$ cat src/rtl/stm_pkg.sv
package stm_pkg;

  // Pattern position and timing
  typedef logic [15:0] idx_t;
  typedef logic [15:0] cycle_t;
  typedef logic [15:0] freq_div_t;

  // All ones plays forever
  typedef logic [15:0] rep_t;

  // Per transducer drive values
  typedef logic [7:0] intensity_t;
  typedef logic [7:0] phase_t;

  typedef logic segment_t;

  typedef enum logic {
    swap_run,
    swap_stopped
  } swap_state_t;

endpackage

$ cat src/rtl/stm_serializer.sv
`timescale 1ns/1ps
module stm_serializer
  import stm_pkg::*;
#(
  parameter int LANES = 4
) (
  input  logic                   CLK,
  input  logic                   rst_n,
  input  logic                   load,
  input  intensity_t [LANES-1:0] lane_intensity,
  input  phase_t     [LANES-1:0] lane_phase,
  output intensity_t             intensity,
  output phase_t                 phase,
  output logic                   dout_valid
);

  localparam int CNT_W = $clog2(LANES + 1);

  intensity_t [LANES-1:0] int_sr;
  phase_t     [LANES-1:0] phase_sr;
  logic [CNT_W-1:0]       remaining;
  logic                   load_d;

  // Lane memories answer one cycle after start
  always_ff @(posedge CLK) begin
    if (!rst_n) begin
      load_d    <= 1'b0;
      remaining <= '0;
    end else begin
      load_d <= load;
      if (load_d) begin
        remaining <= CNT_W'(LANES);
      end else if (remaining != '0) begin
        remaining <= remaining - 1'b1;
      end
    end
  end

  always_ff @(posedge CLK) begin
    if (load_d) begin
      int_sr   <= lane_intensity;
      phase_sr <= lane_phase;
    end else begin
      for (int i = 0; i < LANES - 1; i++) begin
        int_sr[i]   <= int_sr[i+1];
        phase_sr[i] <= phase_sr[i+1];
      end
    end
  end

  // Lane 0 leaves first
  assign intensity  = int_sr[0];
  assign phase      = phase_sr[0];
  assign dout_valid = (remaining != '0);

endmodule

$ cat config.mk
export PLATFORM = sky130hd
export DESIGN_NAME = stm_serializer
export DESIGN_NICKNAME = d
export VERILOG_FILES = /design/src/rtl/stm_pkg.sv /design/src/rtl/stm_serializer.sv
export SDC_FILE = /design/constraint.sdc
export NUM_CORES = 1
export LEC_CHECK = 0
export BUFFER_PORTS_ARGS = -buffer_cell sky130_fd_sc_hd__clkbuf_2
export CAP_MARGIN = 20
export CORE_ASPECT_RATIO = 1.4
export CORE_UTILIZATION = 52
export CTS_CLUSTER_DIAMETER = 50
export DETAILED_ROUTE_END_ITERATION = 16
export PLACE_DENSITY = 0.91
export SLEW_MARGIN = 0
export SYNTH_ARGS = -nofsm -noshare
export SYNTH_HDL_FRONTEND = slang
export SYNTH_SLANG_ARGS = --single-unit
$ cat constraint.sdc
create_clock -name CLK -period 3.1 [get_ports CLK]
set_clock_uncertainty 0.1 [all_clocks]
set_input_delay 0.155 -clock CLK [delete_from_list [all_inputs] [get_ports CLK]]
set_output_delay 0.155 -clock CLK [all_outputs]
set_load 0.02 [all_outputs]
== Word-level counts from Yosys, hierarchy flattened ==
Cells that the tools add are included.

* Order comparisons: 0
* Muxes and demuxes: 4
* Bitwise logic cells: 1
* Shift operators: 0
* Multipliers: 0
* Reduce and logical (&&, ||, !) cells: 3
* Add/subtract/negate cells: 1
* Div/mod/pow operators: 0
* Eq/ne operators: 0

{| class="wikitable"
|+ Operators by type and width
! kind !! number
|-
| $mux 24 || 2
|-
| $mux 3 || 2
|-
| $reduce_bool 3->1 || 1
|-
| $sub 3x1->3 const B || 1
|-
| $reduce_bool 2->1 || 1
|-
| $reduce_or 2->1 || 1
|-
| $not 1->1 || 1
|}

* Memories kept: 0
* Bits in writable memories: 0
* Register bits after elaboration: 68
* Logic and storage cells: 20
* Bits in read-only memories: 0
* Output and inout bits: 17
* Latch bits: 0
* Input port bits: 67

== Depth between registers and ports, before layout ==
* Word-level depth: 3
* Depth in mapped cells: 6
* Gate-level depth less buffers: 6

== Least setup slack after synthesis ==
No wires, ideal clock.

* Kind: flip-flop to flip-flop
* Start: register load_d
* End: register int_sr[10] (netlist name)
* Clock period less this slack: 1.524 ns
* Library setup time: 0.121 ns
* Stages on the path, launching flop included: 4
* Slack: 1.576 ns
* Buffers on the path: 2
* Arrival time: 1.303 ns
* Cells stage by stage: dfxtp_1 -> buf_6 -> buf_6 -> mux2_2

* Cells in the longest elaborated chain, start to end: 1

{| class="wikitable"
|+ RTL lines
! item !! RTL line !! text
|-
| start, declared || stm_serializer.sv:22 || <nowiki>logic load_d;</nowiki>
|-
| start signal, assigned || stm_serializer.sv:30 || <nowiki>load_d <= load;</nowiki>
|-
| $mux 24 || stm_serializer.sv:40 || <nowiki>if (load_d) begin</nowiki>
|-
| end signal, assigned || stm_serializer.sv:41 || <nowiki>int_sr <= lane_intensity;</nowiki>
|-
| end signal, assigned by index || stm_serializer.sv:45 || <nowiki>int_sr[i] <= int_sr[i+1];</nowiki>
|-
| end, declared || stm_serializer.sv:19 || <nowiki>intensity_t [LANES-1:0] int_sr;</nowiki>
|}

No other way between the ends.
A chain may end at the register's enable or synchronous reset.

== Final worst setup path ==
* Start: register remaining[0]
* End: output dout_valid

* Cells in the longest elaborated chain, start to end: 1

{| class="wikitable"
|+ RTL lines
! item !! RTL line !! text
|-
| start, declared || stm_serializer.sv:21 || <nowiki>logic [CNT_W-1:0] remaining;</nowiki>
|-
| start signal, assigned || stm_serializer.sv:32 || <nowiki>remaining <= CNT_W'(LANES);</nowiki>
|-
| start signal, assigned || stm_serializer.sv:34 || <nowiki>remaining <= remaining - 1'b1;</nowiki>
|-
| $reduce_bool 3->1 || stm_serializer.sv:54 || <nowiki>assign dout_valid = (remaining != '0);</nowiki>
|-
| end, declared || stm_serializer.sv:14 || <nowiki>output logic dout_valid</nowiki>
|}

No other way between the ends.

==> flow_summary.json <==
{
  "gp_congestion": 0.691,
  "start_util_pct": 55.1,
  "crit_path_top_delay_cell": "dfxtp_1",
  "hold_buffers": 67,
  "syn-cell-area_mm2": 0.00238,
  "p_leak_nw": 1.57,
  "design_area_mm2": 0.00355,
  "stdcell_count": 360,
  "areaGrowthSynthToFinish_pct": 49.3,
  "crit_path_max_fanout": 4,
  "cts_resized": 0,
  "finalSetupViolCount": 0,
  "multi_input_area_um2": 648,
  "worst_ir_drop_vdd_mv": 0.398,
  "rr_startpoint": "load_d",
  "ys_seq_area_share_pct": 64.0,
  "ctsHtreeMaxLevel": 3,
  "ys_ff_latch": 68,
  "worstSkewPairLatency_ps": 330,
  "report.final.slew_viol_count": 0,
  "io-pin-count": 84,
  "hold_viol": 0,
  "synth_area_leaders": "dfxtp_1 (44%), mux2_2 (23%), edfxtp_1 (20%)",
  "ant_nets": 0,
  "drc": 0,
  "drive_gt1_share_pct": 49.7,
  "placed_cell_area_mm2": 0.00270,
  "reg2reg_depth": 2,
  "synth_top_area_share_pct": 43.8,
  "fin_tns_setup_ps": 0,
  "layout.nets": 365,
  "antenna_found_initial": 0,
  "post-place-cells": 277,
  "ff_latch_area_mm2": 0.00152,
  "fmax_ghz": 0.586,
  "synthXorXnorAreaFrac_pct": 0.369,
  "cp.depth": 5,
  "crit_chain": "inv_1 > ha_1 > ha_1 > inv_1 > clkbuf_2",
  "drt_first_pass_iters": 4,
  "path_clk_slew_ps": 60,
  "grt_usage_pct": 23.2,
  "fp-row-count": 28,
  "fp.dieW_um": 59.1,
  "status": "complete, no violations",
  "drt_iter0_drc": 30,
  "cts_tree": "done",
  "finalCritPeriodShare_pct": 55.0,
  "die_y_um": 82.0,
  "cts_num_sinks": 68,
  "synth_top_family_by_area": "multiplexers",
  "power_mw": 2.02,
  "wl_per_cell_um": 14.0,
  "synthMuxAreaShare_pct": 23.2,
  "cp_data_required_time_ps": 2840,
  "critPathCaptureType": "output pin",
  "cts-root-buf": "clkbuf_8",
  "netlist_instances": 154,
  "hold_path_depth": 1,
  "grt_pass1_wl_mm": 7.76,
  "tightest_slew_ps": 533,
  "cts_made_buffers": 9,
  "grt_max_degree": 25,
  "avgSynthCellArea_um2": 15.4,
  "yosys.area.top_type": "dfxtp_1",
  "drt-vias-per-instance": 4.47,
  "synth-compound-area-share_pct": 0.843,
  "overflow": 0,
  "critPathKind": "reg2out",
  "power.density_mw_per_mm2": 570,
  "n_fill_cell": 232,
  "yosys.area_share.simple_pct": 1.26,
  "worstHoldStart": "phase_sr[11]",
  "grt_pass1_vias": 1808,
  "slew_headroom_pct": 64.5,
  "cap_violations": 0,
  "min_to": "phase[3]",
  "slowest_delay_ps": 350,
  "syn_nets": 224,
  "period_needed_ps": 1710,
  "antenna_cells": 0,
  "clock_path_buffers": 2,
  "post_cts_buffers": 0,
  "reg2reg_to": "phase[1]",
  "critPathTopFamily": "adder cells",
  "rsz0062_at_grt": "no",
  "synth_fa_ha_area_share_pct": 1.58,
  "cp_num_buf_inv": 3,
  "portBuffers": 83,
  "vias": 1608,
  "r2r_slack_ps": 1430,
  "fp.dieArea_mm2": 0.00485,
  "cp-start-kind": "flop",
  "ys_warn_count": 0,
  "final_util_pct": 82.3,
  "routed_wl_mm": 5.03,
  "hp-class": "reg2reg",
  "cp.arrival_ps": 1450,
  "ys_types": 14,
  "place_hpwl_mm": 2.67,
  "core_mm2": 0.00431
}
[metrics by stage]
stage / worst slack, ps / hold slack (ps)
after global placement: 1480 / 232
final: 1390 / 353
after detailed placement: 1460 / 234
after CTS: 1400 / 358
after floorplan: 1580 / 154
after global routing: 1310 / 371
[sequential cells by signal, summed over array words and instances, names as in the netlist]
| register | flops |
|---|---|
| load_d | 1 |
| phase | 8 |
| remaining | 3 |
| int_sr | 24 |
| intensity | 8 |
| phase_sr | 24 |
[power by group]
group	leakage (nW)	internal [mW]	switching [mW]	total (mW)
sequential	0.589	0.988	0.0312	1.02
combinational	0.885	0.196	0.152	0.348
clock	0.0929	0.361	0.295	0.657
total	1.57	1.55	0.479	2.02
[cell families (layout without fill, tap and decap cells)]
family / Yosys count / count (layout)
and+or+nand+nor: 4 / 4
AOI/OAI and AO/OA: 2 / 2
muxes: 49 / 49
buffers and inverters: 27 / 173
adders and majority gates: 3 / 3
xor gates and xnor gates: 1 / 1
DFF: 68 / 68
[placed cells by master, fill, tap and decap left out]
cell type,n
edfxtp_1,16
nor2b_1,1
inv_1,5
dfxtp_1,51
a211oi_2,1
mux2_2,49
nand2b_4,1
xor2_1,1
clkbuf_1,4
clkbuf_16,1
clkbuf_2,83
buf_4,2
clkbuf_8,10
ha_1,3
and2_1,1
nor2_1,1
dlygate4sd3_1,67
o21a_1,1
clkinv_2,1
dfxtp_2,1
[layer usage]
metal	up-vias	track usage, %	wire length (um)
li1	798	-	-
met1	739	21.8	1830
met2	54	43.3	2820
met3	17	6.14	203
met4	0	15.0	183
met5	-	0	0
[cell type report]
type / count / share of cell area [%]
clock buffer: 15 / 5.01
inverter: 5 / 0.529
timing repair buffer: 152 / 31.0
multi-input combinational: 59 / 18.3
tap: 60 / 2.12
clock inverter: 1 / 0.141
sequential: 68 / 42.9
[worst max path at each step]
| stage | from | slack [ps] | to |
|---|---|---|---|
| CTS | remaining[0] | 1400 | dout_valid |
| global route | remaining[0] | 1310 | dout_valid |
| detailed placement | load_d | 1460 | phase[6] |
| global placement | load_d | 1480 | phase[1] |
| finish | remaining[0] | 1390 | dout_valid |
| floorplan | load_d | 1580 | int_sr[10] |
[Yosys cell counts]
cell / number
edfxtp_1: 16
dfxtp_1: 52
a211oi_2: 1
buf_4: 16
nor2b_1: 1
nor2_1: 1
ha_1: 3
o21a_1: 1
buf_6: 6
and2_1: 1
mux2_2: 49
xor2_1: 1
nand2b_4: 1
inv_1: 5
(Power assumes the default switching activity.)
