==> config.mk <==
export PLATFORM = sky130hd
export DESIGN_NAME = stm_swapchain
export DESIGN_NICKNAME = d
export VERILOG_FILES = /design/src/rtl/stm_pkg.sv /design/src/rtl/stm_swapchain.sv
export SDC_FILE = /design/constraint.sdc
export NUM_CORES = 1
export LEC_CHECK = 0
export ABC_CLOCK_PERIOD_IN_PS = 2150
export BUFFER_PORTS_ARGS = -buffer_cell sky130_fd_sc_hd__buf_2
export CAP_MARGIN = 20
export CORE_MARGIN = 2
export CORE_UTILIZATION = 49
export DETAILED_ROUTE_END_ITERATION = 16
export HOLD_SLACK_MARGIN = 0.02
export PLACE_DENSITY = 0.77
export SLEW_MARGIN = 20
export SYNTH_ARGS = -nofsm -noshare
export SYNTH_HDL_FRONTEND = slang
export SYNTH_SLANG_ARGS = --single-unit
==> constraint.sdc <==
create_clock -name CLK -period 2.15 [get_ports CLK]
set_input_delay 0.3225 -clock CLK [delete_from_list [all_inputs] [get_ports CLK]]
set_output_delay 0.3225 -clock CLK [all_outputs]
set_load 0.005 [all_outputs]
==> src/rtl/stm_pkg.sv <==
package stm_pkg;

  // Pattern position and timing
  typedef logic [15:0] idx_t;
  typedef logic [15:0] cycle_t;
  typedef logic [15:0] freq_div_t;

  // All ones plays forever
  typedef logic [15:0] rep_t;

  // Per transducer drive values
  typedef logic [7:0] intensity_t;
  typedef logic [7:0] phase_t;

  typedef logic segment_t;

  typedef enum logic {
    swap_run,
    swap_stopped
  } swap_state_t;

endpackage

==> src/rtl/stm_swapchain.sv <==
`timescale 1ns/1ps
module stm_swapchain
  import stm_pkg::*;
(
  input  logic     CLK,
  input  logic     rst_n,
  input  logic     settings_applied,
  input  segment_t req_segment,
  input  rep_t     rep_0,
  input  rep_t     rep_1,
  input  idx_t     idx_0,
  input  idx_t     idx_1,
  input  cycle_t   cycle_0,
  input  cycle_t   cycle_1,
  output segment_t segment,
  output idx_t     idx,
  output logic     stop
);

  swap_state_t state;
  segment_t    segment_q;
  rep_t        rep_q [2];
  rep_t        loop_cnt;
  idx_t        last_idx;
  idx_t        idx_prev;

  idx_t idx_sel;
  logic wrap;
  logic final_loop;

  assign idx_sel = segment_q ? idx_1 : idx_0;

  // A wrap is the step from the last index back to the first
  assign wrap = (state == swap_run) && (idx_prev == last_idx) && (idx_sel != idx_prev);

  assign final_loop = wrap && (rep_q[segment_q] != '1) && (loop_cnt == rep_q[segment_q]);

  // Hold the last entry already on the wrapping cycle so no index 0 leaks out
  assign idx     = (state == swap_stopped || final_loop) ? last_idx : idx_sel;
  assign stop    = (state == swap_stopped);
  assign segment = segment_q;

  always_ff @(posedge CLK) begin
    if (!rst_n) begin
      state     <= swap_stopped;
      segment_q <= '0;
      rep_q[0]  <= '0;
      rep_q[1]  <= '0;
      loop_cnt  <= '0;
      last_idx  <= '0;
      idx_prev  <= '0;
    end else if (settings_applied) begin
      state     <= swap_run;
      segment_q <= req_segment;
      rep_q[0]  <= rep_0;
      rep_q[1]  <= rep_1;
      loop_cnt  <= '0;
      last_idx  <= (req_segment ? cycle_1 : cycle_0) - 16'd1;
      idx_prev  <= '0;
    end else begin
      case (state)
        swap_run: begin
          idx_prev <= idx_sel;
          if (final_loop) begin
            state <= swap_stopped;
          end else if (wrap) begin
            loop_cnt <= loop_cnt + 16'd1;
          end
        end
        default: begin
          // Wait for the next settings update
        end
      endcase
    end
  end

endmodule

=== Word level (Yosys, flattened, before mapping) ===
Memories as Yosys holds them, arrays and structs flattened. A register that Yosys moved wholly into a read port is not among the register bits.
Cells that the tools add are included.

* Bits in registers: 50
* Bits in latches: 0
* Bits in writable memories: 32
* Memory bits (read-only): 0
* Bits of input ports: 100
* Output and inout port bits: 18
* Logic and storage cells: 38
* Memories: 1

{| class="wikitable"
|+ Memories
! name !! depth !! bits a word !! read ports !! clocked after memory_dff !! wr ports !! RTL line !! RTL
|-
| rep_q || 2 || 16 || 1 || 1 || 2 || stm_swapchain.sv:22 || <nowiki>rep_t rep_q [2];</nowiki>
|}

* $add $sub $neg: 2
* Multiply operators: 0
* Div/mod/pow operators: 0
* $lt $le $gt $ge: 0
* Equality and inequality tests: 4
* Shift-type cells: 0
* Mux-type cells: 14
* Bitwise operators: 5
* Reduce and logical (&&, ||, !) cells: 7

{| class="wikitable"
|+ Operators by type and width
! kind !! count
|-
| $mux 16 || 5
|-
| $eq 16x16->1 || 2
|-
| $add 16x1->16 const B || 1
|-
| $ne 16x16->1 || 1
|-
| $ne 16x16->1 const B || 1
|-
| $sub 16x1->16 const B || 1
|-
| $mux 1 || 9
|-
| $logic_and 1x1->1 || 4
|-
| $not 1->1 || 3
|-
| $reduce_and 3->1 || 1
|-
| $or 1x1->1 || 2
|-
| $reduce_or 2->1 || 1
|-
| $logic_or 1x1->1 || 1
|}

=== Logic depth before layout (Yosys ltp) ===
Gate-level depths: netlist of run 1.

* Word-level depth: 8
* Mapped depth: 11
* Mapped depth without buffers: 8

=== Worst setup path before layout of run 1 ===
Ideal clock, no wire load.

* Path type: register to output
* From: register segment_q, in the netlist segment
* To: output idx[12]
* Data arrival time: 2.101 ns
* Required time: 1.827 ns
* Setup slack: -0.273 ns
* Stages on the path, launching flop included: 11
* Path through: dfxtp_1 buf_6 buf_6 mux2i_2 xnor2_1 nor4_1 nand4_1 a41oi_2 buf_4 nor2_1 a21oi_2

* Word-level cells in the longest chain between the ends: 7

{| class="wikitable"
|+ Ends and longest elaborated chain
! what !! RTL line !! RTL
|-
| from (decl) || stm_swapchain.sv:21 || <nowiki>segment_t segment_q;</nowiki>
|-
| from (signal assigned) || stm_swapchain.sv:54 || <nowiki>segment_q <= req_segment;</nowiki>
|-
| $mux 16 * || stm_swapchain.sv:31 || <nowiki>assign idx_sel = segment_q ? idx_1 : idx_0;</nowiki>
|-
| $ne 16x16->1 || stm_swapchain.sv:34 || <nowiki>assign wrap = (state == swap_run) && (idx_prev == last_idx) && (idx_sel != idx_prev);</nowiki>
|-
| $logic_and 1x1->1 || stm_swapchain.sv:34 ||
|-
| $logic_and 1x1->1 (2 in a row) || stm_swapchain.sv:36 || <nowiki>assign final_loop = wrap && (rep_q[segment_q] != '1) && (loop_cnt == rep_q[segment_q]);</nowiki>
|-
| $logic_or 1x1->1 || stm_swapchain.sv:39 || <nowiki>assign idx = (state == swap_stopped || final_loop) ? last_idx : idx_sel;</nowiki>
|-
| $mux 16 * || stm_swapchain.sv:39 ||
|-
| to (decl) || stm_swapchain.sv:16 || <nowiki>output idx_t idx,</nowiki>
|}

Every way passes the cells marked *; elsewhere a longest branch is shown, timed or not.

=== Worst setup path after layout of run 1 ===
* From: register segment_q, in the netlist segment
* To: output idx[7]

Same word-level chain as after synthesis.

==> impl_results.md, run 1 <==
* GPL Wtd Cong at about 0.90
* CTS Buffer Depth at 2
* Pwr dens at 563 nW/µm²
* Final setup viols at 33
* Register area at about 2000 µm²
* Setup_tns at -24350 ps
* Filler instances at 619
* Setup CP Type: flip-flop to output port
* #FFs+latches synth at just over 80
* N_diodes at 0
* Worst path buffer plus inverter count at 4
* Number of hold buffers added after cts at 0
* Fraction of layout cells with a size suffix above 1 at between 40% and 50%
* Placed Instances at slightly above 800
* Period minus WS final at approximately 3200 ps
* Class of the worst hold path: primary input to flip-flop
* Synth Instances at around 500
* DR vias/cell at ~5.6
* Post-synthesis async set-or-reset flop share at 0%
* Vias in the first global route at about 4500
* Failing checks: setup timing
* CP Capture Type: output port
* Drt drc at 0
* Startpoint types: flip-flop
* CORE AREA at 9680 µm²
* Grt ovf at 0
* Clock latency on the worst-skew pair at approximately 380 ps
* Area share of fa/ha/maj cells after synthesis at 0.515%
* Clock sinks at 83
* Multiplexer share of the synthesized area at 12.6%
* Top post-synthesis cells by count: nor2_1, dfxtp_1, mux2i_1, xnor2_1
* Sequential element share of the synthesized area at between 40% and 50%
* Cells along the critical path: buf_12 -> mux2i_2 -> xnor2_1 -> nor4_1 -> nand4_1 -> a41oi_4 -> buf_12 -> clkbuf_16 -> nor2_4 -> a21oi_2 -> buf_2
* Largest area contributor in the netlist: dfxtp_1
* Synth cell types at between 40 and 50
* # IOs at ~120
* Arrival @ worst endpoint at ~2900 ps
* Iter 0 DRT Violations at between 400 and 500
* Drt pass-1 iters at 5
* Final nets at 808
* Die height at about 100 µm
* Initial core utilization at 50.2%
* VDD IR max at 313 µV
* Worst setup margin at -1020 ps
* DP Wirelength at between 9 and 10 mm
* Tot GR Track Use at between 20% and 30%
* Post-synthesis xor/xnor area fraction at between 10% and 20%
* Area Growth Syn to Fin at 43.8%
* Max-cap violations at 0
* CP startpoint: segment
* Routed Antenna Nets at 0
* H-tree levels at 3
* First-pass GRT wire length at around 22 mm
* Synth warn at 0
* Most common cell in the netlist: nor2_1
* Synth area leaders: dfxtp_1, edfxtp_1, mux2i_1, xnor2_1, nor2_1
* CTS tree: done
* Average size of a mapped cell at around 9.5 µm²
* Main combinational cell family by area after synthesis: simple AND/OR/NAND/NOR gates
* Initial antenna violation count at 0
* Finished Layout Cells at 844
* Horiz. Die Dim at approximately 100 µm
* Critical Path Fanout Max at 9
* CTS Buf Count at 9
* Mapped Area at roughly 4900 µm²
* Post-route clock period utilization at 148%
* Post-synth top area share at a little over a fifth
* Worst-Margin Slew at around 460 ps
* Status: finished with violations
* Most used cell, CP: buf_12
* Area occupied by multi-input gates at 3080 µm²
* Synth Area in Compound Gates at approximately a tenth
* Max_slew headroom at between 60 and 70%
* Fin. Hold Viols at 0
* Critical path's slowest cell: dfxtp_4
* Synthesized Nets at 614
* Rows at 36
* Routed vias at about 4700
* Largest net degree at the start of global routing at between 40 and 50
* Port Buffers at approximately 120
* Final Util at 72.2%
* Leak at about 3.0 nW
* Post-synth EDFFs at 32
* Unrepaired setup endpoints after global routing: yes
* Total Wirelength at between 15 and 20 mm
* Hold wc startpoint: rep_0[5]
* Worst Clk Skew at approximately 17 ps
* CTS Root Buffer Type: clkbuf_8
* Clk slew on worst S/H paths at 100 ps
* Worst path max stage delay at 410 ps
* Primary FF master, synth: dfxtp_1
* Die area at roughly 11000 µm²
* Simple-gate share of the synthesized area at just under 20%
* CP top delay family: simple AND/OR/NAND/NOR gates
* WP data required at ~1800 ps
* Drt wl/cell at 18.1 µm
* Fmax achieved at 0.315 GHz
* Max Slew Vio Count at 0
## path summary, 6_finish.rpt
check	to	slack, ps	cells after the start
worst min-delay path	rep_q[0][5]	250	2
worst min register to register	loop_cnt[9]	570	2
worst max register to register	loop_cnt[13]	-590	12
worst max-delay path	idx[7]	-1020	11
## state kept, by name (all words and copies together), names as in the netlist, named ones only
signal / count
idx_prev: 16
last_idx: 16
loop_cnt: 16
rep_q: 32
segment: 1
stop: 1
## logic make-up (layout without fill, tap and decap cells)
| logic type | Yosys count | count (layout) |
|---|---|---|
| AOI/OAI and AO/OA | 78 | 78 |
| xor gates and xnor gates | 62 | 62 |
| adders and majority gates | 2 | 2 |
| buffers and inverters | 43 | 242 |
| DFF | 83 | 83 |
| muxes | 59 | 59 |
| and+or+nand+nor | 185 | 185 |
## per-layer routing
metal  wire, µm  vias up  share of wire, %  track usage [%]
li1           -     2229                 -                -
met1       6200     2201                41             32.9
met2       7380      257                48             41.9
met3       1220       49               8.0             3.71
met4        450        0               3.0             10.2
met5          0        -                 0                0
## power by group
| group | leakage, nW | internal (W) | total, W | switching [W] |
|---|---|---|---|---|
| sequential | 0.761 | 0.00172 | 0.00180 | 0.0000787 |
| combinational | 2.11 | 0.000528 | 0.00101 | 0.000480 |
| clock | 0.0962 | 0.000454 | 0.00113 | 0.000673 |
| total | 2.96 | 0.00270 | 0.00394 | 0.00123 |
## through the flow
step	area (µm²)	setup slack, ps	power (W)	hold WS, ps
floorplan	4970	-233	0.00227	470
global placement	6210	-523	0.00261	490
detailed placement	6210	-683	0.00263	511
CTS	6600	-804	0.00378	256
global route	6990	-1140	0.00408	249
finish	6990	-1020	0.00394	252
## timing repair
item,4_1_cts,5_1_grt
gates cloned,2,4
setup buffers,1,12
pin swaps,5,11
endpoints found under the setup margin,33,33
gates resized for setup,26,46
## placed cells by master (no fill, tap or decap), types with 21 or more instances in the layout
cell type and n:
a21oi_1 32, and3_1 33, buf_2 117, buf_4 82, dfxtp_1 49, edfxtp_1 32, mux2i_1 29, nor2_1 49
xnor2_1 37, xor2_1 21
## layout make-up
| type | count | share of cell area [%] |
|---|---|---|
| Clock inverter | 7 | 0.966 |
| Multi-Input combinational cell | 386 | 44.0 |
| Timing Repair Buffer | 216 | 21.9 |
| Sequential cell | 83 | 28.4 |
| Clock buffer | 9 | 1.77 |
| Tap cell | 133 | 2.38 |
| Inverter | 10 | 0.537 |
(Power assumes the default switching activity.)
==> run 2: changes to the inputs <==
--- a/config.mk
+++ b/config.mk
@@ -9,10 +9,10 @@
 export BUFFER_PORTS_ARGS = -buffer_cell sky130_fd_sc_hd__buf_2
 export CAP_MARGIN = 20
 export CORE_MARGIN = 2
-export CORE_UTILIZATION = 49
+export CORE_UTILIZATION = 30
 export DETAILED_ROUTE_END_ITERATION = 16
 export HOLD_SLACK_MARGIN = 0.02
-export PLACE_DENSITY = 0.77
+export REMOVE_ABC_BUFFERS = 1
 export SLEW_MARGIN = 20
 export SYNTH_ARGS = -nofsm -noshare
 export SYNTH_HDL_FRONTEND = slang
==> impl_results.md, run 2 (synthesis gave the netlist of run 1 again) <==
* Status: finished with violations
* Failing checks: setup timing
* Routed vias at 4527 (-4.4%)
* Max-cap violations at 0 (unchanged)
* DP Wirelength at 10.3 mm (+4.4%)
* First-pass GRT wire length at 22.6 mm (+3.3%)
* Arrival @ worst endpoint at 2720 ps (-130 ps)
* Clock latency on the worst-skew pair at 340 ps (-40 ps)
* Internal power at 0.00301 W (+11%)
* Initial core utilization at 30.6% (-20 points)
* Routed Antenna Nets at 0 (unchanged)
* Worst-Margin Slew at 470 ps (+13.3 ps)
* Grt ovf at 0 (unchanged)
* Reg-to-reg slack, setup at -430 ps (+160 ps)
* Final Util at 45.3% (-27 points)
* Drt wl/cell at 15.7 µm (-13%)
* Worst setup margin at -888 ps (+136 ps)
* Tot GR Track Use at 16.2% (-8.9 points)
* Iter 0 DRT Violations at 209 (-57%)
* Largest net degree at the start of global routing at 57 (+16%)
* Commonest non-fill, non-tap cells in the layout: buf_2, buf_4, nor2_1, dfxtp_1, xnor2_1
* Post-route clock period utilization at 141% (-6.3 points)
* Total Wirelength at 14.8 mm (-2.7%)
* CTS tree: done
* Clk slew on worst S/H paths at 60 ps (-40 ps)
* Drt drc at 0 (unchanged)
* N_diodes at 0 (unchanged)
* Max reg flops at 32 (unchanged)
* Most common cell after layout, fill and taps aside: buf_2
* Worst path buffer plus inverter count at 3 (-1)
* Class of the worst hold path: primary input to flip-flop
* CP Capture Type: output port
* DR vias/cell at 4.80 (-15%)
* Worst path max stage delay at 390 ps (-20 ps)
* Clock sinks at 83 (unchanged)
* Cells along the critical path: buf_12 -> mux2i_4 -> xnor2_2 -> nor4_2 -> nand4_1 -> a41oi_4 -> buf_12 -> nor2_1 -> a21oi_2 -> buf_2
* Hold EP: rep_q[0][13]
* Most used cell, CP: buf_12
* Placed Instances at 914 (+13%)
* Fraction of layout cells with a size suffix above 1 at 43.0% (-0.32 points)
* VDD IR max at 416 µV (+33%)
* GPL Wtd Cong at 0.867 (-3.9%)
* CP startpoint: segment
* Final setup viols at 33 (unchanged)
* # IOs at 118 (unchanged)
* CTS Buf Count at 9 (unchanged)
* Period minus WS final at 3040 ps (-136 ps)
* Unrepaired setup endpoints after global routing: yes
* Port Buffers at 117 (unchanged)
* Initial antenna violation count at 0 (unchanged)
* H-tree levels at 3 (unchanged)
* Sequential Power Share at 43.3% (-2.4 points)
* CORE AREA at 15900 µm² (+64%)
* Worst Clk Skew at 5.56 ps (-11.7 ps)
* Drt pass-1 iters at 4 (-1)
* Pwr dens at 575 nW/µm² (+2.2%)
* Rows at 46 (+28%)
* Biggest register: rep_q
* Area Growth Syn to Fin at 47.9%
* Max_slew headroom at 68.6% (-0.61 points)
* Hold path cells at 2 (unchanged)
* WP depth at 10 (-1)
* WP data required at 1830 ps (about the same)
* Startpoint types: flip-flop
* Setup Slack @ Placement at -583 ps (+99.4 ps)
* CP top delay family: simple AND/OR/NAND/NOR gates
* Critical path's slowest cell: dfxtp_4
* Setup CP Type: flip-flop to output port
* Comb pwr share at 23.6% (-2.0 points)
* Horiz. Die Dim at 131 µm (+27%)
* CTS Root Buffer Type: clkbuf_16
* CTS Buffer Depth at 2 (unchanged)
* Die height at 131 µm (+27%)
* Vias in the first global route at 4572 (+2.4%)
* Fin. Hold Viols at 0 (unchanged)
* Clock share of power at 33.2% (+4.6 points)
* R2R Path End: loop_cnt[8]
* Max Slew Vio Count at 0 (unchanged)
* Finished Layout Cells at 944 (+12%)
* Die area at 17200 µm² (+61%)
* Fmax achieved at 0.329 GHz (+4.5%)
* Sw power at 0.00113 W (-8.5%)
* Net Sw Frac at 27.2% (-4.1 points)
* Critical Path Fanout Max at 16 (+7)
* Leak at 3.07 nW (+3.6%)
* R2R depth at 11 (-1)
* Final nets at 825 (+2.1%)
* Hold wc startpoint: rep_0[13]
-- run 2: changes by cell type in the layout (fill, tap and decap cells not counted), moves of 3 or more --
cell,before,now
buf_12,7,10
buf_4,82,95
clkbuf_16,4,12
clkbuf_8,9,0
clkinv_1,0,4
inv_8,3,0
mux2i_2,7,15
mux2i_4,19,10
nor2_1,49,52
-- run 2: per-layer routing --
layer	routed length, µm	up-vias	share of wire (%)	global-route usage, %
li1	-	2266	-	-
met1	6150	2119	41	18.5
met2	7900	122	53	30.8
met3	549	20	3.7	2.51
met4	240	0	1.6	5.07
met5	0	-	0	0
-- run 2: through the flow --
stage	hold WS, ps	setup TNS [ps]	instance area [µm²]	total power [W]
2_1_floorplan	399	-35560	4670	0.00220
5_1_grt	301	-22830	7190	0.00431
3_3_place_gp	498	-12120	6370	0.00263
6_report	301	-19620	7190	0.00414
4_1_cts	292	-18740	6930	0.00407
3_5_place_dp	517	-14130	6370	0.00264
-- run 2: timing repair --
item	4_1_cts	5_1_grt
hold buffers	0	0
gates resized for setup	34	41
endpoints found under the setup margin	33	33
setup buffers	10	3
pin swaps	19	7
cloned	2	4
-- run 2: final cells by class --
cell class              count  area (µm²)
clock inverters             5        20.0
repair buffers            233        1690
inverters                  10        37.5
clock buffers              11         233
multi-input cells         386        2950
well taps                 216         270
flip-flops and latches     83        1990
fillers                  1571        8690
-- run 2: worst max path at each step --
stage               to  slack, ps
3_5_place_dp   idx[10]       -580
3_3_place_gp   idx[10]       -530
4_1_cts         idx[5]       -850
2_1_floorplan  idx[10]      -1350
5_1_grt         idx[6]       -990
6_report       idx[10]       -890
-- run 2: power by group through the flow --
| stage | clock network [W] | logic (W) | registers, W |
|---|---|---|---|
| final | 0.00137 | 0.000975 | 0.00179 |
| after global routing | 0.00146 | 0.00105 | 0.00180 |
| after CTS | 0.00139 | 0.000905 | 0.00178 |
| after detailed placement | 0 | 0.000833 | 0.00181 |
| after global placement | 0 | 0.000825 | 0.00180 |
| after floorplan | 0 | 0.000377 | 0.00182 |
