--- config.mk ---
export PLATFORM = sky130hd
export DESIGN_NAME = stm_sequencer
export DESIGN_NICKNAME = d
export VERILOG_FILES = /design/src/rtl/stm_pkg.sv /design/src/rtl/stm_sequencer.sv
export SDC_FILE = /design/constraint.sdc
export NUM_CORES = 1
export LEC_CHECK = 0
export BUFFER_PORTS_ARGS = -buffer_cell sky130_fd_sc_hd__buf_2
export CAP_MARGIN = 10
export CORE_UTILIZATION = 37
export DETAILED_ROUTE_END_ITERATION = 10
export HOLD_SLACK_MARGIN = 0.12
export PLACE_DENSITY = 0.73
export SLEW_MARGIN = 0
export SYNTH_ARGS = -nofsm -noshare
export SYNTH_HDL_FRONTEND = slang
export SYNTH_SLANG_ARGS = --single-unit
--- constraint.sdc ---
create_clock -name CLK -period 0.85 [get_ports CLK]
set_clock_uncertainty 0.1 [all_clocks]
set_input_delay 0.17 -clock CLK [delete_from_list [all_inputs] [get_ports CLK]]
set_output_delay 0.17 -clock CLK [all_outputs]
set_load 0.02 [all_outputs]
--- src/rtl/stm_pkg.sv ---
package stm_pkg;

  // Pattern position and timing
  typedef logic [15:0] idx_t;
  typedef logic [15:0] cycle_t;
  typedef logic [15:0] freq_div_t;

  // All ones plays forever
  typedef logic [15:0] rep_t;

  // Per transducer drive values
  typedef logic [7:0] intensity_t;
  typedef logic [7:0] phase_t;

  typedef logic segment_t;

  typedef enum logic {
    swap_run,
    swap_stopped
  } swap_state_t;

endpackage

--- src/rtl/stm_sequencer.sv ---
`timescale 1ns/1ps
module stm_sequencer
  import stm_pkg::*;
(
  input  logic     CLK,
  input  logic     rst_n,
  input  logic     update,
  input  segment_t segment,
  input  idx_t     idx,
  input  logic     stop,
  output logic     start,
  output idx_t     seq_idx,
  output segment_t seq_segment,
  output idx_t     dbg_idx,
  output segment_t dbg_segment
);

  always_ff @(posedge CLK) begin
    if (!rst_n) begin
      start       <= 1'b0;
      seq_idx     <= '0;
      seq_segment <= '0;
    end else begin
      start <= update;
      // Position is frozen once the sequence has stopped
      if (update && !stop) begin
        seq_idx     <= idx;
        seq_segment <= segment;
      end
    end
  end

  assign dbg_idx     = seq_idx;
  assign dbg_segment = seq_segment;

endmodule

After elaboration in Yosys (flattened, before gate mapping):

Cells that the tools add are included.
Widths: inputs -> output; s select.

* add/subtract/negate cells: 0
* multipliers: 0
* mux-type cells: 0
* divide/modulo/power cells: 0
* magnitude comparators: 0
* equal/unequal tests: 0
* shift-type cells: 0
* bitwise gates (word level): 0
* reductions and logical operators: 2

Operator list (number)
* $logic_and 1x1->1: 1
* $logic_not 1->1: 1

* bits in registers: 18
* memory bits (writable): 0
* latch bits: 0
* memories: 0
* memory bits (read-only): 0

Depth between registers and ports, before layout:

Gate-level depths: netlist of run 1.

* depth in word-level cells: 2
* mapped depth: 4
* mapped depth without buffers: 2

Worst setup path after synthesis of run 1:

No wires, ideal clock.

* kind: in2reg
* start point: input update
* end point: register seq_idx[10] (netlist: dbg_idx[10])
* setup slack: -0.041 ns
* setup time: 0.072 ns
* data arrival time: 0.720 ns
* cell stages on the path: 4
* data required time: 0.678 ns
* cell sequence: nor2b_4 > buf_6 > buf_12 > mux2i_1

* cells in the longest elaborated chain, start to end: 1

RTL lines
* start, declared: RTL line stm_sequencer.sv:7 `input logic update,`
* $logic_and 1x1->1: RTL line stm_sequencer.sv:26 `if (update && !stop) begin`
* end signal, assigned: RTL line stm_sequencer.sv:27 `seq_idx <= idx;`
* end, declared: RTL line stm_sequencer.sv:12 `output idx_t seq_idx,`

No other way between the ends.
A chain may end at the register's enable or synchronous reset.

Worst setup path after layout of run 1:

* start point: register seq_idx[14] (netlist: dbg_idx[14])
* end point: output dbg_idx[14]

RTL lines
* end, declared: RTL line stm_sequencer.sv:14 `output idx_t dbg_idx,`

No word-level cell between the ends.

==> impl_results.md, run 1 <==
- Status: complete, but fails checks
- Failing checks: negative setup slack
- Die width: 50.2 microns
- Min Tclk post-route: 1.06 ns
- Max_slew headroom: 0.912
- Kind of end point of the critical path: primary output
- Ys Warns: 0
- Post-route insts no fill: 174
- PD cells: 1360 nW/um^2
- Multi-input gate area: 322 sq um
- Fmax: 940 MHz
- RSZ-0062 raised after global routing: yes
- PortBufs: 55
- Placed cell area: 1050 sq um
- Vias in the first global route: 792
- Slew @ Worst Pin: 0.128 ns
- CP Max Fanout: 3
- WL per Instance: 12.1 microns
- FILL cells: 180
- Worst-path clk slew: 0.10 ns
- CTS Buf Count: 3
- Layout cell share with drive strength beyond 1: 0.548
- FP Rows: 17
- Worst Hold Class: input pin to register
- Clk_lat worst skew: 0.28 ns
- RePlAce Congestion: 0.651
- Initial DRC Count: 10
- Max-Cap Viols: 0
- Post-synth top area share: 0.420
- Main area contributors after synthesis: dfxtp_1 (42%), mux2i_1 (20%), buf_4 (15%)
- LEAKAGE: 0.694 nW
- Clock Sinks: 18
- Type of origin of the critical path: register
- Critical Path AT: 0.79 ns
- Vias: 781
- CTS Hold Bufs: 16
- Setup CP Type: register to primary output
- Register Area: 388 sq um
- Clock tree buffer depth: 2
- First-pass GRT wire length: 3310 microns
- Design Area, Final: 1460 sq um
- Initial antenna violation count: 0
- Hold Path Origin: update
- Final Hold Viols: 0
- Post-synth top cells: nand2_1 (34), dfxtp_1 (18), buf_4 (17), mux2i_1 (17), buf_2 (4)
- # nets final: 168
- Synth Area per Inst: 9.13 sq um
- Area delta synth->final: 69.8%
- IR drop worst, VDD: 0.00101 V
- Worst path bufs/invs: 1
- Total core area: 2190 sq um
- Die Ht: 50.2 microns
- Post-synthesis sequential area ratio: 0.420
- Drt drc: 0
- CP top delay family: flip-flops
- Async S/R FF share, synth: 0
- Slew Viols, Final: 0
- Largest net degree at the start of global routing: 26
- Antenna Diode Count: 0
- GRT Total Usage: 0.177
- Largest area contributor in the netlist: dfxtp_1
- Placed cell count: 158
- Drt total wl: 2110 microns
- Worst path slowest cell: dfxtp_2
- Final setup viols: 36
- Fin crit share: 1.25
- Vias per inst: 4.49
- Die footprint: 2520 sq um
- Post-synth EDFFs: 0
- Num ports: 56
- Root Driver: clkbuf_4
- Antenna-violating nets left: 0
- Total global routing overflow: 0
- Worst R2R Start: dbg_idx[11]
- #FFs+latches synth: 18
- TritonRoute pass-1 iters: 4
- Critical Path, Cell by Cell: buf_6
- Worst EP required: 0.58 ns
- Crit path from: dbg_idx[14]
- Util after Layout: 0.665
- Synth Net Count: 115
- Largest stage delay, worst path: 0.38 ns
- TritonCTS clock tree: built
- Starting density of the core: 0.392
- Synth unique cells: 9
- Syn Inst Count: 94
- Top-count cell post-synth: nand2_1
- Post-Syn Area: 858 sq um
- Setup WS post-layout: -0.213 ns
- Top_reg_cell synth: dfxtp_1
- Post-DP HPWL: 1190 microns
- # H-tree levels: 1
## sequential cells by signal (all words and copies together) (netlist names)
name,flops
dbg_segment,1
start,1
dbg_idx,16
## layout by cell type, fill, tap and decap left out
cell,count
and2_2,1
buf_12,2
buf_2,14
buf_4,10
buf_6,29
clkbuf_4,3
clkbuf_8,1
dfxtp_2,16
dfxtp_4,2
dlygate4sd3_1,14
dlymetal6s4s_1,2
mux2i_1,17
nand2_1,33
nand2_2,1
nor2b_4,1
## final timing paths
path	end	depth (start not counted)	slack (ns)
min	start	2	0.02
min reg2reg	dbg_segment	2	0.38
max reg2reg	dbg_idx[11]	3	0.05
max	dbg_idx[14]	1	-0.21
## where the power goes
group / internal [mW] / leakage (nW) / total [mW] / switching [mW]
combinational: 0.291 / 0.518 / 0.522 / 0.232
sequential: 0.892 / 0.155 / 0.938 / 0.0458
clock: 0.261 / 0.0210 / 0.515 / 0.254
## cell type report
cell class / count / area share
clock buffer: 4 / 0.0249
multi-input combinational: 53 / 0.221
timing repair buffer: 71 / 0.464
tap: 28 / 0.0240
sequential: 18 / 0.266
## through the flow
| step | setup WS, ns | hold WS [ns] | setup TNS, ns | power [mW] |
|---|---|---|---|---|
| final | -0.213 | 0.0169 | -6.90 | 1.98 |
| after global routing | -0.254 | 0.0135 | -8.22 | 2.08 |
| after CTS | -0.217 | 0.00676 | -7.31 | 1.98 |
| after detailed placement | -0.137 | 0.315 | -1.89 | 1.31 |
| after global placement | -0.0966 | 0.301 | -1.38 | 1.30 |
| after floorplan | -0.0415 | 0.205 | -0.774 | 1.22 |
## cell families (layout without fill, tap and decap cells)
kind of cell / count (synthesis) / count (layout) / synth area share
simple gates: 36 / 36 / 0.173
buf+inv: 23 / 75 / 0.208
flops: 18 / 18 / 0.420
mux: 17 / 17 / 0.198
## per-layer routing
| metal | up-vias | routed length [microns] | share of wire | global-route usage |
|---|---|---|---|---|
| met3 | 4 | 124 | 0.059 | 0.0303 |
| met2 | 39 | 1200 | 0.57 | 0.351 |
| li1 | 384 | - | - | - |
| met1 | 354 | 761 | 0.36 | 0.170 |
| met5 | - | 0 | 0 | 0 |
| met4 | 0 | 27 | 0.013 | 0.0857 |
## worst register-to-register path, stage by stage (launching register included)
cell	delay [ns]
dfxtp_2	0.37
buf_4	0.11
nand2_1	0.04
mux2i_1	0.12
## what timing repair did
item | 4_1_cts | 5_1_grt
resized for setup | 59 | 21
pin swaps | 0 | 0
endpoints found under the hold margin | 18 | 4
buffers inserted | 2 | 0
setup endpoints to repair | 35 | 44
No activity file was read; power rests on OpenSTA's default activity.
==> run 2: changes to the inputs <==
--- a/config.mk
+++ b/config.mk
@@ -7,10 +7,12 @@
 export LEC_CHECK = 0
 export BUFFER_PORTS_ARGS = -buffer_cell sky130_fd_sc_hd__buf_2
 export CAP_MARGIN = 10
+export CORE_ASPECT_RATIO = 0.8
 export CORE_UTILIZATION = 37
 export DETAILED_ROUTE_END_ITERATION = 10
 export HOLD_SLACK_MARGIN = 0.12
 export PLACE_DENSITY = 0.73
+export SETUP_SLACK_MARGIN = 0.05
 export SLEW_MARGIN = 0
 export SYNTH_ARGS = -nofsm -noshare
 export SYNTH_HDL_FRONTEND = slang
==> run 2 against run 1 <==
  * Final cell count shrank 6.9%
  * Clock power grew 2%
  * Total power shrank 1.9%
  * Critical path type unchanged
  * Largest power group unchanged
  * Largest cell class unchanged
  * Combinational power shrank 8.4%
  * The run ends with negative hold slack, negative setup slack left
  * Non-clock buffer count shrank 9
  * Flip-flop and latch count is the same
  * Register-to-register slack is essentially flat
  * Wire length shrank 11%
==> impl_results.md, run 2 (same netlist as run 1, synthesis figures left out) <==
- Worst path slowest cell: dfxtp_2
- Vias: 721 (-7.7%)
- Initial antenna violation count: 0 (unchanged)
- WL per Instance: 11.5 microns (-4.9%)
- Fin crit share: 1.25 (about the same)
- Clock Sinks: 18 (unchanged)
- Slew Viols, Final: 0 (unchanged)
- Vias per inst: 4.45 (-0.84%)
- IR drop worst, VDD: 0.000781 V (-23%)
- Max FFs per register: 16 (unchanged)
- Die Ht: 45.1 microns (-10%)
- Crit path from: dbg_idx[0]
- Slew @ Worst Pin: 0.135 ns (+0.00696 ns)
- Reg-to-reg slack, setup: 0.06 ns (about the same)
- Cell depth of the worst setup path: 1 (unchanged)
- Total core area: 2180 sq um (-0.63%)
- Drt total wl: 1870 microns (-11%)
- Antenna Diode Count: 0 (unchanged)
- TritonCTS clock tree: built
- # H-tree levels: 1 (unchanged)
- Num ports: 56 (unchanged)
- CP Max Fanout: 3 (unchanged)
- Min Tclk post-route: 1.06 ns (-0.0000360 ns)
- Initial DRC Count: 8 (-2)
- Final setup viols: 35 (-2.8%)
- Largest net degree at the start of global routing: 25 (-3.8%)
- RePlAce Congestion: 0.637 (-2.1%)
- Fmax: 940 MHz (about the same)
- GRT Total Usage: 0.140 (-0.0364)
- Placed cell area: 1050 sq um (-0.36%)
- LEAKAGE: 0.640 nW (-7.8%)
- Clk_lat worst skew: 0.29 ns (about the same)
- PD cells: 1450 nW/um^2 (+7.3%)
- Hold Worst Slack: -0.000608 ns (-0.0175 ns)
- # nets final: 159 (-5.4%)
- Status: complete, but fails checks
- TritonRoute pass-1 iters: 4 (unchanged)
- Root Driver: clkbuf_4
- Worst R2R Start: dbg_idx[8]
- FP Rows: 15 (-2)
- Post-DP HPWL: 1230 microns (+2.9%)
- Failing checks: negative hold slack, negative setup slack
- Worst EP required: 0.58 ns (about the same)
- Area delta synth->final: 55.2%
- Total global routing overflow: 0 (unchanged)
- Critical Path, Cell by Cell: buf_6
- Critical Path AT: 0.79 ns (about the same)
- Worst setup path end: seq_idx[0]
- Commonest non-fill, non-tap cell in the layout: nand2_1
- Die footprint: 2520 sq um (about the same)
- Max_slew headroom: 0.907 (-0.00477)
- Type of origin of the critical path: register
- Max-Cap Viols: 0 (unchanged)
- Setup WS post-layout: -0.213 ns (+0.0000360 ns)
- Worst Hold Class: input pin to register
- Setup CP Type: register to primary output
- Layout cell share with drive strength beyond 1: 0.635 (+0.0871)
- Final Hold Viols: 1 (+1)
- Starting density of the core: 0.394 (+0.00248)
- Worst-path clk slew: 0.10 ns (about the same)
- CP top delay family: flip-flops
- Vias in the first global route: 631 (-20%)
- CTS Buf Count: 3 (unchanged)
- Worst path bufs/invs: 1 (unchanged)
- Most frequent cells in the layout: nand2_1 (33), buf_6 (30), buf_2 (20), mux2i_1 (17), dfxtp_2 (15)
- RSZ-0062 raised after global routing: yes
- Drt drc: 0 (unchanged)
- Design Area, Final: 1330 sq um (-8.6%)
- Reg2reg end: dbg_idx[8]
- Worst Reg-to-Reg Cells: 3 (unchanged)
- Die width: 55.9 microns (+11%)
- Clock tree buffer depth: 2 (unchanged)
- Antenna-violating nets left: 0 (unchanged)
- Largest stage delay, worst path: 0.37 ns (about the same)
- Kind of end point of the critical path: primary output
- PortBufs: 55 (unchanged)
- First-pass GRT wire length: 2650 microns (-20%)
[run 2: worst min path at each step]
| stage | cells past startpoint | end | start |
|---|---|---|---|
| after floorplan | 2 | dbg_idx[0] | idx[0] |
| after global routing | 2 | start | update |
| after CTS | 3 | dbg_idx[3] | idx[3] |
| after global placement | 2 | start | update |
| after detailed placement | 2 | start | update |
| final | 3 | dbg_idx[13] | idx[13] |
[run 2: metal layers]
layer | global-route usage | wire [microns] | up-vias
li1 | - | - | 363
met1 | 0.142 | 689 | 332
met2 | 0.272 | 1060 | 22
met3 | 0.0229 | 79 | 4
met4 | 0.102 | 38 | 0
met5 | 0 | 0 | -
[run 2: what timing repair did]
item                                    in CTS  in global routing
endpoints found under the setup margin      35                 36
setup buffers                                1                  2
hold endpoints to repair                    18                 18
pin swaps                                    0                  0
resized for setup                           65                 15
[run 2: report_power, final]
part | switching [mW] | internal [mW] | total, mW | leakage [nW]
logic | 0.224 | 0.254 | 0.478 | 0.463
clock network | 0.263 | 0.261 | 0.524 | 0.0210
registers | 0.0457 | 0.891 | 0.936 | 0.156
[run 2: area by class of cell]
class                           count  area [sq um]
Multi-Input combinational cell     53           322
Clock buffer                        4          36.3
Timing Repair Buffer               62           553
Tap cell                           25          31.3
Fill cell                         203           845
Sequential cell                    18           390
[run 2: per-stage QoR]
stage          utilization  setup slack, ns  power [mW]  TNS (ns)  cells
6_report             0.612           -0.213        1.94     -7.12    162
4_1_cts              0.582           -0.224        1.93     -7.48    160
2_1_floorplan            -          -0.0415        1.23    -0.774     94
3_3_place_gp         0.482          -0.0904        1.31     -1.43    155
3_5_place_dp         0.482           -0.152        1.32     -1.95    155
5_1_grt              0.612           -0.244        2.02     -8.15    162
[run 2: tightest hold or removal path, delay by kind of cell]
kind                   cells  cell delay, ns
buffers and inverters      1            0.09
and+or+nand+nor            1            0.04
muxes                      1            0.05
==> run 3: changes to the inputs <==
--- a/config.mk
+++ b/config.mk
@@ -12,6 +12,7 @@
 export DETAILED_ROUTE_END_ITERATION = 10
 export HOLD_SLACK_MARGIN = 0.12
 export PLACE_DENSITY = 0.73
+export REMOVE_ABC_BUFFERS = 1
 export SETUP_SLACK_MARGIN = 0.05
 export SLEW_MARGIN = 0
 export SYNTH_ARGS = -nofsm -noshare
==> run 3 against run 2 <==
  * The flow finishes with violations (negative setup slack)
  * Total power down 5.8%
  * Hold slack better by 0.0082 ns
  * Critical endpoint is now seq_idx[9]
  * Cell area down 2.3%
  * Die area unchanged
  * Final cell count up 1.2%
  * Flip-flop and latch count unchanged
  * Clock power down 21%
==> impl_results.md, run 3 (same netlist as run 1, synthesis figures left out) <==
- Status: complete, but fails checks
- Failing checks: negative setup slack
- Worst Hold Class: input pin to register
- Initial DRC Count: 1 (-7)
- Cell Int Power: 1.31 mW (-7.0%)
- PD cells: 1400 nW/um^2 (-3.6%)
- Initial antenna violation count: 0 (unchanged)
- Worst EP required: 0.58 ns (about the same)
- Slew @ Worst Pin: 0.139 ns (+0.00335 ns)
- Slew Viols, Final: 0 (unchanged)
- Starting density of the core: 0.394 (unchanged)
- Hold Worst Slack: 0.00755 ns (+0.00816 ns)
- Sequential share of power: 0.513 (+0.030)
- Num ports: 56 (unchanged)
- Fin crit share: 1.26 (+0.00902)
- Die width: 55.9 microns (unchanged)
- LEAKAGE: 0.641 nW (about the same)
- Clock Sinks: 18 (unchanged)
- Power after layout: 1.83 mW (-5.8%)
- Final Hold Viols: 0 (-1)
- Drt total wl: 1820 microns (-2.4%)
- Max FFs per register: 16 (unchanged)
- Area delta synth->final: 51.7%
- Drt drc: 0 (unchanged)
- Setup CP Type: register to primary output
- Root Driver: clkbuf_4
- Util after Layout: 0.598 (-0.0138)
- Crit path from: dbg_idx[9]
- # H-tree levels: 1 (unchanged)
- Max_slew headroom: 0.905 (-0.00230)
- Reg-to-reg slack, setup: 0.07 ns (about the same)
- Clock tree buffer depth: 2 (unchanged)
- Design Area, Final: 1300 sq um (-2.3%)
- Vias per inst: 4.37 (-1.8%)
- Hold Path Origin: idx[15]
- Antenna-violating nets left: 0 (unchanged)
- Max-Cap Viols: 0 (unchanged)
- Critical Path AT: 0.80 ns (about the same)
- Commonest non-fill, non-tap cell in the layout: nand2_1
- Largest net degree at the start of global routing: 25 (unchanged)
- CTS Buf Count: 3 (unchanged)
- PortBufs: 55 (unchanged)
- TritonRoute pass-1 iters: 4 (unchanged)
- Fmax: 934 MHz (-0.72%)
- CP top delay family: flip-flops
- Min Tclk post-route: 1.07 ns (+0.00767 ns)
- Placed cell area: 1050 sq um (-0.12%)
- Kind of end point of the critical path: primary output
- FP Rows: 15 (unchanged)
- Total global routing overflow: 0 (unchanged)
- Clk_lat worst skew: 0.28 ns (about the same)
- Total core area: 2180 sq um (unchanged)
- Die footprint: 2520 sq um (unchanged)
- Post-Route Setup TNS: -6.82 ns (+0.297 ns)
- Worst path slowest cell: dfxtp_2
- Die Ht: 45.1 microns (unchanged)
- Post-DP HPWL: 1190 microns (-3.3%)
- # nets final: 162 (+1.9%)
- WL per Instance: 11.1 microns (-3.6%)
- Worst path bufs/invs: 1 (unchanged)
- RePlAce Congestion: 0.659 (+3.4%)
- Largest stage delay, worst path: 0.37 ns (about the same)
- Clock share of power: 0.227 (-0.044)
- Most frequent cells in the layout: nand2_1 (33), buf_4 (22), buf_6 (21), buf_2 (20)
- Vias in the first global route: 652 (+3.3%)
- IR drop worst, VDD: 0.00108 V (+38%)
- Combinational share of power: 0.260 (+0.014)
- Antenna Diode Count: 0 (unchanged)
- First-pass GRT wire length: 2740 microns (+3.4%)
- P_sw: 0.518 mW (-2.8%)
- Vias: 717 (-0.55%)
- Layout cell share with drive strength beyond 1: 0.640 (+0.00525)
- Sw frac: 0.284 (+0.00890)
- GRT Total Usage: 0.142 (+0.00145)
- Worst-path clk slew: 0.10 ns (about the same)
- RSZ-0062 raised after global routing: yes
- Worst R2R Start: dbg_idx[11]
- Critical Path, Cell by Cell: buf_4
- TritonCTS clock tree: built
- Type of origin of the critical path: register
- CP Max Fanout: 3 (unchanged)
- Final setup viols: 35 (unchanged)
- Setup WS post-layout: -0.221 ns (-0.00767 ns)
- FILL cells: 193 (-4.9%)
==> run 3: timing repair <==
item,CTS,global route
resized for setup,66,10
endpoints found under the hold margin,18,18
buffers inserted,1,4
endpoints found under the setup margin,35,36
==> run 3: final cells by class <==
type | instances | area [sq um] | area share
repair buffers | 65 | 542 | 0.416
flip-flops and latches | 18 | 385 | 0.296
well taps | 25 | 31.3 | 0.0240
clock buffers | 3 | 22.5 | 0.0173
multi-input cells | 53 | 322 | 0.247
==> run 3: final timing paths <==
check / end / cells past startpoint
setup / recovery: seq_idx[9] / 1
hold / removal: dbg_idx[15] / 3
setup reg to reg: dbg_idx[11] / 3
hold reg to reg: dbg_idx[7] / 2
==> run 3: stage by stage <==
step                      cells  setup slack (ns)
after floorplan              71            -0.146
after global placement      156           -0.0896
after detailed placement    156            -0.130
after CTS                   160            -0.214
after global routing        164            -0.245
final                       164            -0.221
==> run 3: power groups by stage <==
stage | combinational (mW) | sequential [mW] | clock, mW
finish | 0.474 | 0.937 | 0.415
global route | 0.506 | 0.943 | 0.460
CTS | 0.448 | 0.934 | 0.436
detailed placement | 0.379 | 0.933 | 0
global placement | 0.374 | 0.932 | 0
floorplan | 0.0818 | 1.04 | 0
==> run 3: routing by layer <==
layer / share of wire / wire length, microns / GRT usage / vias to the layer above
met1: 0.42 / 761 / 0.165 / 318
met5: 0 / 0 / 0 / -
li1: - / - / - / 367
met3: 0.074 / 134 / 0.0315 / 2
met4: 0.0066 / 12 / 0.0878 / 0
met2: 0.50 / 914 / 0.246 / 30
